## src/verilog/pad_ctrl_pkg.sv

```systemverilog
`default_nettype none

package pad_ctrl_pkg;

  // Pad array and register sizes
  localparam int N_PADS   = 8;
  localparam int IDX_W    = $clog2(N_PADS);
  localparam int MUX_W    = 2;
  localparam int PADCFG_W = 6;
  localparam int WORD_W   = 16;
  localparam int ADDR_W   = 4;

  // Internal reset hold time in cycles
  localparam int RST_HOLD = 4;
  localparam int HOLD_W   = $clog2(RST_HOLD + 1);

  // Pad mux select codes
  localparam logic [MUX_W-1:0] SEL_PERIO  = 2'd0;
  localparam logic [MUX_W-1:0] SEL_APBIO  = 2'd1;
  localparam logic [MUX_W-1:0] SEL_FPGAIO = 2'd2;
  localparam logic [MUX_W-1:0] SEL_NONE   = 2'd3;

  localparam logic [PADCFG_W-1:0] PADCFG_DEFAULT = '0;

  // Watchdog reload sits right above the pads
  localparam logic [ADDR_W-1:0] WD_ADDR = 4'd8;

  // Reset sequencer states
  localparam logic [1:0] ST_HOLD    = 2'd0;
  localparam logic [1:0] ST_RUN     = 2'd1;
  localparam logic [1:0] ST_WD_HOLD = 2'd2;

  // One write word read as pad settings or as watchdog reload
  typedef union packed {
    struct packed {
      logic [WORD_W-MUX_W-PADCFG_W-1:0] rsvd;
      logic [MUX_W-1:0]                 mux_sel;
      logic [PADCFG_W-1:0]              pad_cfg;
    } pad;
    logic [WORD_W-1:0] reload;
  } cfg_word_u;

endpackage

`default_nettype wire
```

## src/verilog/pad_ctrl_top.sv

```systemverilog
`timescale 1ns/1ps
`default_nettype none

module pad_ctrl_top (
  input  wire                                                         io,
  input  wire                                                         arst_n_i,
  input  wire                                                         bootsel_i,
  input  wire                                                         cfg_we_i,
  input  wire [pad_ctrl_pkg::ADDR_W-1:0]                              cfg_addr_i,
  input  wire [pad_ctrl_pkg::WORD_W-1:0]                              cfg_wdata_i,
  input  wire                                                         wd_kick_i,
  input  wire [pad_ctrl_pkg::N_PADS-1:0]                              pad_in_i,
  input  wire [pad_ctrl_pkg::N_PADS-1:0]                              perio_out_i,
  input  wire [pad_ctrl_pkg::N_PADS-1:0]                              perio_oe_i,
  input  wire [pad_ctrl_pkg::N_PADS-1:0]                              apbio_out_i,
  input  wire [pad_ctrl_pkg::N_PADS-1:0]                              apbio_oe_i,
  input  wire [pad_ctrl_pkg::N_PADS-1:0]                              fpgaio_out_i,
  input  wire [pad_ctrl_pkg::N_PADS-1:0]                              fpgaio_oe_i,
  output logic [pad_ctrl_pkg::N_PADS-1:0]                             pad_out_o,
  output logic [pad_ctrl_pkg::N_PADS-1:0]                             pad_oe_o,
  output logic [pad_ctrl_pkg::N_PADS-1:0][pad_ctrl_pkg::PADCFG_W-1:0] pad_cfg_o,
  output logic [pad_ctrl_pkg::N_PADS-1:0]                             perio_in_o,
  output logic [pad_ctrl_pkg::N_PADS-1:0]                             apbio_in_o,
  output logic [pad_ctrl_pkg::N_PADS-1:0]                             fpgaio_in_o,
  output logic                                                        soc_rst_n_o,
  output logic                                                        bootsel_o,
  output logic                                                        wd_expired_o
);

  logic                                                     soc_rst_n;
  logic                                                     soc_clear;
  logic                                                     wd_expired;
  logic                                                     pad_we;
  logic [pad_ctrl_pkg::IDX_W-1:0]                           pad_idx;
  logic                                                     wd_load;
  logic                                                     wd_kick;
  pad_ctrl_pkg::cfg_word_u                                  wdata;
  logic [pad_ctrl_pkg::N_PADS-1:0][pad_ctrl_pkg::MUX_W-1:0] mux_sel;

  assign wdata = cfg_wdata_i;

  // Address decode gated by the soc reset
  assign pad_idx = cfg_addr_i[pad_ctrl_pkg::IDX_W-1:0];
  assign pad_we  = cfg_we_i && soc_rst_n
                   && (cfg_addr_i < pad_ctrl_pkg::ADDR_W'(pad_ctrl_pkg::N_PADS));
  assign wd_load = cfg_we_i && soc_rst_n && (cfg_addr_i == pad_ctrl_pkg::WD_ADDR);
  assign wd_kick = wd_kick_i && soc_rst_n;

  // Expiry clears on the same edge that drops the soc reset,
  // so pads are already released during the watchdog hold
  assign soc_clear = !soc_rst_n || wd_expired;

  reset_sequencer reset_sequencer_i (
    .io           (io),
    .arst_n_i     (arst_n_i),
    .wd_expired_i (wd_expired),
    .bootsel_i    (bootsel_i),
    .soc_rst_n_o  (soc_rst_n),
    .bootsel_o    (bootsel_o)
  );

  watchdog_timer watchdog_timer_i (
    .io        (io),
    .arst_n_i  (arst_n_i),
    .clear_i   (soc_clear),
    .load_i    (wd_load),
    .reload_i  (wdata.reload),
    .kick_i    (wd_kick),
    .expired_o (wd_expired)
  );

  pad_cfg_regs pad_cfg_regs_i (
    .io        (io),
    .arst_n_i  (arst_n_i),
    .clear_i   (soc_clear),
    .we_i      (pad_we),
    .idx_i     (pad_idx),
    .wdata_i   (wdata),
    .mux_sel_o (mux_sel),
    .pad_cfg_o (pad_cfg_o)
  );

  pad_mux pad_mux_i (
    .mux_sel_i    (mux_sel),
    .pad_in_i     (pad_in_i),
    .perio_out_i  (perio_out_i),
    .perio_oe_i   (perio_oe_i),
    .apbio_out_i  (apbio_out_i),
    .apbio_oe_i   (apbio_oe_i),
    .fpgaio_out_i (fpgaio_out_i),
    .fpgaio_oe_i  (fpgaio_oe_i),
    .pad_out_o    (pad_out_o),
    .pad_oe_o     (pad_oe_o),
    .perio_in_o   (perio_in_o),
    .apbio_in_o   (apbio_in_o),
    .fpgaio_in_o  (fpgaio_in_o)
  );

  assign soc_rst_n_o  = soc_rst_n;
  assign wd_expired_o = wd_expired;

endmodule

`default_nettype wire

```

## src/verilog/pad_mux.sv

```systemverilog
`timescale 1ns/1ps
`default_nettype none

module pad_mux (
  input  wire [pad_ctrl_pkg::N_PADS-1:0][pad_ctrl_pkg::MUX_W-1:0] mux_sel_i,
  input  wire [pad_ctrl_pkg::N_PADS-1:0]                          pad_in_i,
  input  wire [pad_ctrl_pkg::N_PADS-1:0]                          perio_out_i,
  input  wire [pad_ctrl_pkg::N_PADS-1:0]                          perio_oe_i,
  input  wire [pad_ctrl_pkg::N_PADS-1:0]                          apbio_out_i,
  input  wire [pad_ctrl_pkg::N_PADS-1:0]                          apbio_oe_i,
  input  wire [pad_ctrl_pkg::N_PADS-1:0]                          fpgaio_out_i,
  input  wire [pad_ctrl_pkg::N_PADS-1:0]                          fpgaio_oe_i,
  output logic [pad_ctrl_pkg::N_PADS-1:0]                         pad_out_o,
  output logic [pad_ctrl_pkg::N_PADS-1:0]                         pad_oe_o,
  output logic [pad_ctrl_pkg::N_PADS-1:0]                         perio_in_o,
  output logic [pad_ctrl_pkg::N_PADS-1:0]                         apbio_in_o,
  output logic [pad_ctrl_pkg::N_PADS-1:0]                         fpgaio_in_o
);

  always_comb begin
    pad_out_o   = '0;
    pad_oe_o    = '0;
    perio_in_o  = '0;
    apbio_in_o  = '0;
    fpgaio_in_o = '0;
    for (int i = 0; i < pad_ctrl_pkg::N_PADS; i++) begin
      case (mux_sel_i[i])
        pad_ctrl_pkg::SEL_PERIO: begin
          pad_out_o[i]  = perio_out_i[i];
          pad_oe_o[i]   = perio_oe_i[i];
          perio_in_o[i] = pad_in_i[i];
        end
        pad_ctrl_pkg::SEL_APBIO: begin
          pad_out_o[i]  = apbio_out_i[i];
          pad_oe_o[i]   = apbio_oe_i[i];
          apbio_in_o[i] = pad_in_i[i];
        end
        pad_ctrl_pkg::SEL_FPGAIO: begin
          pad_out_o[i]   = fpgaio_out_i[i];
          pad_oe_o[i]    = fpgaio_oe_i[i];
          fpgaio_in_o[i] = pad_in_i[i];
        end
        // Unused pad stays tristated
        default: begin
          pad_out_o[i] = 1'b0;
          pad_oe_o[i]  = 1'b0;
        end
      endcase
    end
  end

endmodule

`default_nettype wire

```

## src/verilog/pad_cfg_regs.sv

```systemverilog
`timescale 1ns/1ps
`default_nettype none

module pad_cfg_regs (
  input  wire                                                         io,
  input  wire                                                         arst_n_i,
  input  wire                                                         clear_i,
  input  wire                                                         we_i,
  input  wire [pad_ctrl_pkg::IDX_W-1:0]                               idx_i,
  input  wire pad_ctrl_pkg::cfg_word_u                                wdata_i,
  output logic [pad_ctrl_pkg::N_PADS-1:0][pad_ctrl_pkg::MUX_W-1:0]    mux_sel_o,
  output logic [pad_ctrl_pkg::N_PADS-1:0][pad_ctrl_pkg::PADCFG_W-1:0] pad_cfg_o
);

  logic [pad_ctrl_pkg::N_PADS-1:0][pad_ctrl_pkg::MUX_W-1:0]    mux_sel_q;
  logic [pad_ctrl_pkg::N_PADS-1:0][pad_ctrl_pkg::PADCFG_W-1:0] pad_cfg_q;

  always_ff @(posedge io or negedge arst_n_i) begin
    if (!arst_n_i) begin
      for (int i = 0; i < pad_ctrl_pkg::N_PADS; i++) begin
        mux_sel_q[i] <= pad_ctrl_pkg::SEL_NONE;
        pad_cfg_q[i] <= pad_ctrl_pkg::PADCFG_DEFAULT;
      end
    end else if (clear_i) begin
      for (int i = 0; i < pad_ctrl_pkg::N_PADS; i++) begin
        mux_sel_q[i] <= pad_ctrl_pkg::SEL_NONE;
        pad_cfg_q[i] <= pad_ctrl_pkg::PADCFG_DEFAULT;
      end
    end else if (we_i) begin
      // Pad view of the write word
      mux_sel_q[idx_i] <= wdata_i.pad.mux_sel;
      pad_cfg_q[idx_i] <= wdata_i.pad.pad_cfg;
    end
  end

  assign mux_sel_o = mux_sel_q;
  assign pad_cfg_o = pad_cfg_q;

endmodule

`default_nettype wire

```

## src/verilog/watchdog_timer.sv

```systemverilog
`timescale 1ns/1ps
`default_nettype none

module watchdog_timer (
  input  wire                            io,
  input  wire                            arst_n_i,
  input  wire                            clear_i,
  input  wire                            load_i,
  input  wire [pad_ctrl_pkg::WORD_W-1:0] reload_i,
  input  wire                            kick_i,
  output logic                           expired_o
);

  logic [pad_ctrl_pkg::WORD_W-1:0] reload_q;
  logic [pad_ctrl_pkg::WORD_W-1:0] count_q;
  logic                            en_q;
  logic                            expired_q;

  // Reload value restored by a kick
  always_ff @(posedge io or negedge arst_n_i) begin
    if (!arst_n_i) begin
      reload_q <= '0;
    end else if (clear_i) begin
      reload_q <= '0;
    end else if (load_i) begin
      reload_q <= reload_i;
    end
  end

  always_ff @(posedge io or negedge arst_n_i) begin
    if (!arst_n_i) begin
      count_q   <= '0;
      en_q      <= 1'b0;
      expired_q <= 1'b0;
    end else begin
      expired_q <= 1'b0;
      if (clear_i) begin
        count_q <= '0;
        en_q    <= 1'b0;
      end else if (load_i) begin
        count_q <= reload_i;
        en_q    <= (reload_i != '0);
      end else if (kick_i && en_q) begin
        count_q <= reload_q;
      end else if (en_q) begin
        count_q <= count_q - 1'b1;
        // Fire once and stop on the last step of the count
        if (count_q == pad_ctrl_pkg::WORD_W'(1)) begin
          expired_q <= 1'b1;
          en_q      <= 1'b0;
        end
      end
    end
  end

  assign expired_o = expired_q;

endmodule

`default_nettype wire

```

## src/verilog/reset_sequencer.sv

```systemverilog
`timescale 1ns/1ps
`default_nettype none

module reset_sequencer (
  input  wire  io,
  input  wire  arst_n_i,
  input  wire  wd_expired_i,
  input  wire  bootsel_i,
  output logic soc_rst_n_o,
  output logic bootsel_o
);

  logic [1:0]                      state_q;
  logic [1:0]                      state_d;
  logic [pad_ctrl_pkg::HOLD_W-1:0] cnt_q;
  logic                            hold_done;
  logic                            bootsel_q;

  assign hold_done = (cnt_q == pad_ctrl_pkg::HOLD_W'(pad_ctrl_pkg::RST_HOLD - 1));

  always_comb begin
    state_d = state_q;
    case (state_q)
      pad_ctrl_pkg::ST_HOLD,
      pad_ctrl_pkg::ST_WD_HOLD: begin
        if (hold_done) begin
          state_d = pad_ctrl_pkg::ST_RUN;
        end
      end
      pad_ctrl_pkg::ST_RUN: begin
        // Watchdog expiry re-applies the soc reset
        if (wd_expired_i) begin
          state_d = pad_ctrl_pkg::ST_WD_HOLD;
        end
      end
      default: begin
        state_d = pad_ctrl_pkg::ST_HOLD;
      end
    endcase
  end

  always_ff @(posedge io or negedge arst_n_i) begin
    if (!arst_n_i) begin
      state_q   <= pad_ctrl_pkg::ST_HOLD;
      cnt_q     <= '0;
      bootsel_q <= 1'b0;
    end else begin
      state_q <= state_d;
      // Counter idles at zero while running
      if (state_q == pad_ctrl_pkg::ST_RUN || hold_done) begin
        cnt_q <= '0;
      end else begin
        cnt_q <= cnt_q + 1'b1;
      end
      // Sample boot pin on the release edge
      if (state_q != pad_ctrl_pkg::ST_RUN && state_d == pad_ctrl_pkg::ST_RUN) begin
        bootsel_q <= bootsel_i;
      end
    end
  end

  assign soc_rst_n_o = (state_q == pad_ctrl_pkg::ST_RUN);
  assign bootsel_o   = bootsel_q;

endmodule

`default_nettype wire

```

## config.mk

```make
export PLATFORM = sky130hd
export DESIGN_NAME = pad_ctrl_top
export DESIGN_NICKNAME = d
export VERILOG_FILES = /design/src/verilog/pad_ctrl_pkg.sv /design/src/verilog/pad_ctrl_top.sv /design/src/verilog/pad_mux.sv /design/src/verilog/pad_cfg_regs.sv /design/src/verilog/watchdog_timer.sv /design/src/verilog/reset_sequencer.sv
export SDC_FILE = /design/constraint.sdc
export NUM_CORES = 1
export LEC_CHECK = 0
export ABC_CLOCK_PERIOD_IN_PS = 2100
export BUFFER_PORTS_ARGS = -buffer_cell sky130_fd_sc_hd__clkbuf_2
export CORE_UTILIZATION = 35
export CTS_CLUSTER_SIZE = 40
export DETAILED_ROUTE_END_ITERATION = 10
export PLACE_DENSITY_LB_ADDON = 0.2
export SYNTH_ARGS = -nofsm -noshare
export SYNTH_HDL_FRONTEND = slang
export SYNTH_SLANG_ARGS = --single-unit
```

## constraint.sdc

```tcl
create_clock -name io -period 2.1 [get_ports io]
set_input_delay 0.21 -clock io [delete_from_list [all_inputs] [get_ports io]]
set_output_delay 0.21 -clock io [all_outputs]
set_load 0.02 [all_outputs]
```

==> summary.md <==
| Metric | Value |
|---|---|
| Result of the run | `finished, final reports clean` |
| Fin crit share | `91.6%` |
| Count of buffer and inverter cells on the critical path | `0` |
| Maximum fanout along the worst path | `5` |
| Switch share | `41.7%` |
| Final Power | `9700 uW` |
| Worst R2R Setup Slack | `0.18 ns` |
| Remaining routing DRC violations | `0` |
| Starting Density | `36.3%` |
| Total negative slack | `0 ns` |
| Detail Route Antenna Nets | `0` |
| Maximum number of pins on one net before global-route repair | `51` |
| Internal power | `5660 uW` |
| Global-route wire length before repair | `26400 um` |
| Required time at the endpoint of the critical path | `2.35 ns` |
| Number of sinks driven by the clock tree | `104` |
| GRT Resource Usage Total | `20.9%` |
| Avg Cell Area, Syn | `9.56 um^2` |
| Endpoint kind of the worst setup timing path | `flip-flop` |
| Detail Placement HPWL | `12100 um` |
| Post-synth cell types | `64` |
| Endpoint of the most critical register-to-register path | `watchdog_timer_i.count_q[14]$_DFFE_PN0P_` |
| Gate power share | `42.5%` |
| Transition time of the tightest slew-check pin | `0.627 ns` |
| Final setup skew | `0.00504 ns` |
| YS warnings | `0` |
| Top cell type by total area after synthesis | `sky130_fd_sc_hd__dfrtp_1` |
| Worst Hold Path EP | `reset_sequencer_i.bootsel_o$_DFFE_PN0P_` |
| Worst hold slack across all endpoints | `0.0892 ns` |
| Antenna fix cells | `0` |
| Synth cell count leaders | `sky130_fd_sc_hd__nand2_1, sky130_fd_sc_hd__dfrtp_1, sky130_fd_sc_hd__mux2i_1` |
| CTS tree | `done` |
| Critical path arrival | `2.17 ns` |
| Number of flip-flops and latches in the synthesized netlist | `104` |
| Number of I/O pins | `172` |
| Worst relative slew slack | `58.1%` |
| Sequential cell area fraction in the yosys report | `46.8%` |
| Worst-path clk slew | `0.07 ns` |
| Type of the most critical hold path | `in -> reg` |
| Post-synth EDFFs | `0` |
| Switching power total | `4040 uW` |
| Critical setup path kind | `reg -> reg` |
| # port buffers | `171` |
| Final hold violations | `0` |
| Die boundary width | `129 um` |
| Vias in the first global route | `4919` |
| Top-area cell type share of the netlist area | `39.3%` |
| Clk root buf | `sky130_fd_sc_hd__clkbuf_16` |
| Post-Synthesis Net Count | `671` |
| Critical Path Max Stage Delay | `0.53 ns` |
| Startpoint types | `flip-flop` |
| Violation count after the first detailed-route iteration | `480` |
| Async set-or-reset flop fraction in the synthesized netlist | `100%` |
| Part of the power in registers | `38.7%` |
| Clock H-tree levels | `3` |
| Final Net Count | `847` |
| Vertical extent of the die | `129 um` |
| Antenna violations before repair | `0` |
| Family with the most delay on the worst path | `simple AND/OR/NAND/NOR gates` |
| Floorplan row count | `45` |
| WL per Instance | `17.0 um` |
| Peak clock frequency supported by timing | `0.520 GHz` |
| Clk Latency, worst-skew pair | `0.35 ns` |
| Start of the worst register-to-register path | `watchdog_timer_i.count_q[8]$_DFFE_PN0P_` |
| Most repeated cell in the gate-level netlist after synthesis | `sky130_fd_sc_hd__nand2_1` |
| Cells taking the most area after synthesis | `sky130_fd_sc_hd__dfrtp_1, sky130_fd_sc_hd__mux2i_1, sky130_fd_sc_hd__dfstp_2` |
| Number of cells on the worst reg-to-reg path | `5` |
| Final wirelength | `16600 um` |
| Area of the die | `0.0165 mm^2` |
| Max stage delay cell, worst path | `sky130_fd_sc_hd__nor4_1` |
| Min Tclk post-route | `1.92 ns` |
| Total number of vias | `5133` |
| Count of max-cap constraint violations | `0` |
| RSZ-0062 raised after global routing | `false` |
| Max Root-Sink Buffers | `2` |
| Largest vdd supply drop | `0.000650 V` |
| Setup-violating endpoint count in the final report | `0` |
| Core region area | `0.0154 mm^2` |
| Routability Congestion | `0.905` |
| Ratio of cells with drive above 1 in the final layout | `33.5%` |
| Post-synth design cell area | `0.00560 mm^2` |
| Number of detailed-routing iterations run before antenna repair | `6` |
| Number of buffers added by the clock tree synthesis step | `9` |
| Power per standard cell area | `1360 mW/mm^2` |
| Number of stages on the worst hold path | `2` |
| Overflow left after global routing | `0` |
| Synth-to-layout area growth | `27.7%` |
| Pins over their slew limit | `0` |
| Most used DFF post-synth | `sky130_fd_sc_hd__dfrtp_1` |
| Leakage Power | `0.00363 uW` |
| Clock share of power | `18.8%` |
| Mapped Cells | `586` |
| Worst hold path startpoint | `bootsel_i` |
| Via-per-instance ratio | `5.25` |
| Cell-by-cell listing of the critical path | `nor4_1 > nand2b_1 > o41ai_1 > nand3_1 > a22o_1` |
power by group through the flow:
stage                     Sequential [uW]  Clock (uW)  Combinational, uW
after floorplan                      4040           0               2300
after global placement               3730           0               4060
after detailed placement             3770           0               4140
after CTS                            3740        1860               4150
after global routing                 3890        1960               4500
final                                3750        1820               4120
worst register-to-register path, stage by stage, from the launching register on:
cell                       delay [ns]
sky130_fd_sc_hd__dfrtp_1         0.43
sky130_fd_sc_hd__nor4_1          0.53
sky130_fd_sc_hd__nand2b_1        0.20
sky130_fd_sc_hd__o41ai_1         0.33
sky130_fd_sc_hd__nand3_1         0.12
sky130_fd_sc_hd__a22o_1          0.21
registers in the layout, indices dropped and copies added (netlist names):
signal                       flops
watchdog_timer_i.expired_o       1
reset_sequencer_i.bootsel_o      1
watchdog_timer_i.count_q        16
pad_cfg_regs_i.pad_cfg_o        48
watchdog_timer_i.en_q            1
reset_sequencer_i.state_q        2
watchdog_timer_i.reload_q       16
pad_cfg_regs_i.mux_sel_o        16
reset_sequencer_i.cnt_q          3
worst max-delay path by stage:
stage | from | depth (start not counted) | end | slack (ns)
2_1_floorplan | watchdog_timer_i.count_q[0]$_DFFE_PN0P_ | 7 | watchdog_timer_i.count_q[14]$_DFFE_PN0P_ | 0.24
3_3_place_gp | cfg_addr_i[0] | 7 | watchdog_timer_i.count_q[14]$_DFFE_PN0P_ | 0.22
3_5_place_dp | cfg_addr_i[0] | 7 | watchdog_timer_i.count_q[14]$_DFFE_PN0P_ | 0.20
4_1_cts | reset_sequencer_i.state_q[1]$_DFF_PN0_ | 5 | watchdog_timer_i.count_q[15]$_DFFE_PN0P_ | 0.18
5_1_grt | watchdog_timer_i.count_q[0]$_DFFE_PN0P_ | 8 | watchdog_timer_i.count_q[14]$_DFFE_PN0P_ | 0.02
6_report | watchdog_timer_i.count_q[8]$_DFFE_PN0P_ | 5 | watchdog_timer_i.count_q[14]$_DFFE_PN0P_ | 0.18
placed cells by master (no fill, tap or decap), types with 12 or more instances in the layout:
cell                       count
sky130_fd_sc_hd__a21oi_1      32
sky130_fd_sc_hd__and3b_1      12
sky130_fd_sc_hd__buf_4        36
sky130_fd_sc_hd__clkbuf_2    170
sky130_fd_sc_hd__dfrtp_1      88
sky130_fd_sc_hd__dfstp_2      16
sky130_fd_sc_hd__mux2i_1      73
sky130_fd_sc_hd__nand2_1      90
sky130_fd_sc_hd__nand3_1      24
sky130_fd_sc_hd__nor2_1       45
sky130_fd_sc_hd__o21ai_0      28
layer usage:
metal / wire length (um) / global-route usage [%] / vias to the layer above
met3: 1120 / 4.86 / 16
met1: 7510 / 28.6 / 2522
met4: 204 / 4.43 / 0
met5: 0 / 0 / -
li1: - / - / 2414
met2: 7760 / 33.6 / 181
area by class of cell:
class / count / area [um^2]
multi-input combinational: 434 / 2780
sequential: 104 / 2620
timing repair buffer: 208 / 1150
tap: 211 / 264
fill: 1514 / 8270
clock inverter: 6 / 91.3
inverter: 5 / 18.8
clock buffer: 10 / 229
logic make-up (layout without fill, tap and decap cells):
group                      count (synthesis)  after routing  synth area share, %
buffers and inverters                     48            229                 3.84
DFF                                      104            104                 46.8
AOI/OAI and AO/OA                        104            104                 11.7
adders and majority gates                  4              4                0.893
and+or+nand+nor                          248            248                 22.9
xor gates and xnor gates                   4              4                0.626
muxes                                     74             74                 13.2
per-stage QoR:
stage               std cells  setup WS, ns  instance area, um^2  util, %
global placement          961         0.223                 6830     44.2
global route              978        0.0164                 7160     46.4
finish                    978         0.177                 7160     46.4
CTS                       978         0.182                 7160     46.4
floorplan                 586         0.241                 5600        -
detailed placement        961         0.199                 6830     44.2
repair_timing:
item / in CTS / in global routing
hold buffers: 1 / 0
resized for setup: 0 / 0
endpoints found under the hold margin: 32 / 0
buffers inserted: 0 / 0
Note: power is estimated with default switching activity, not from simulation.
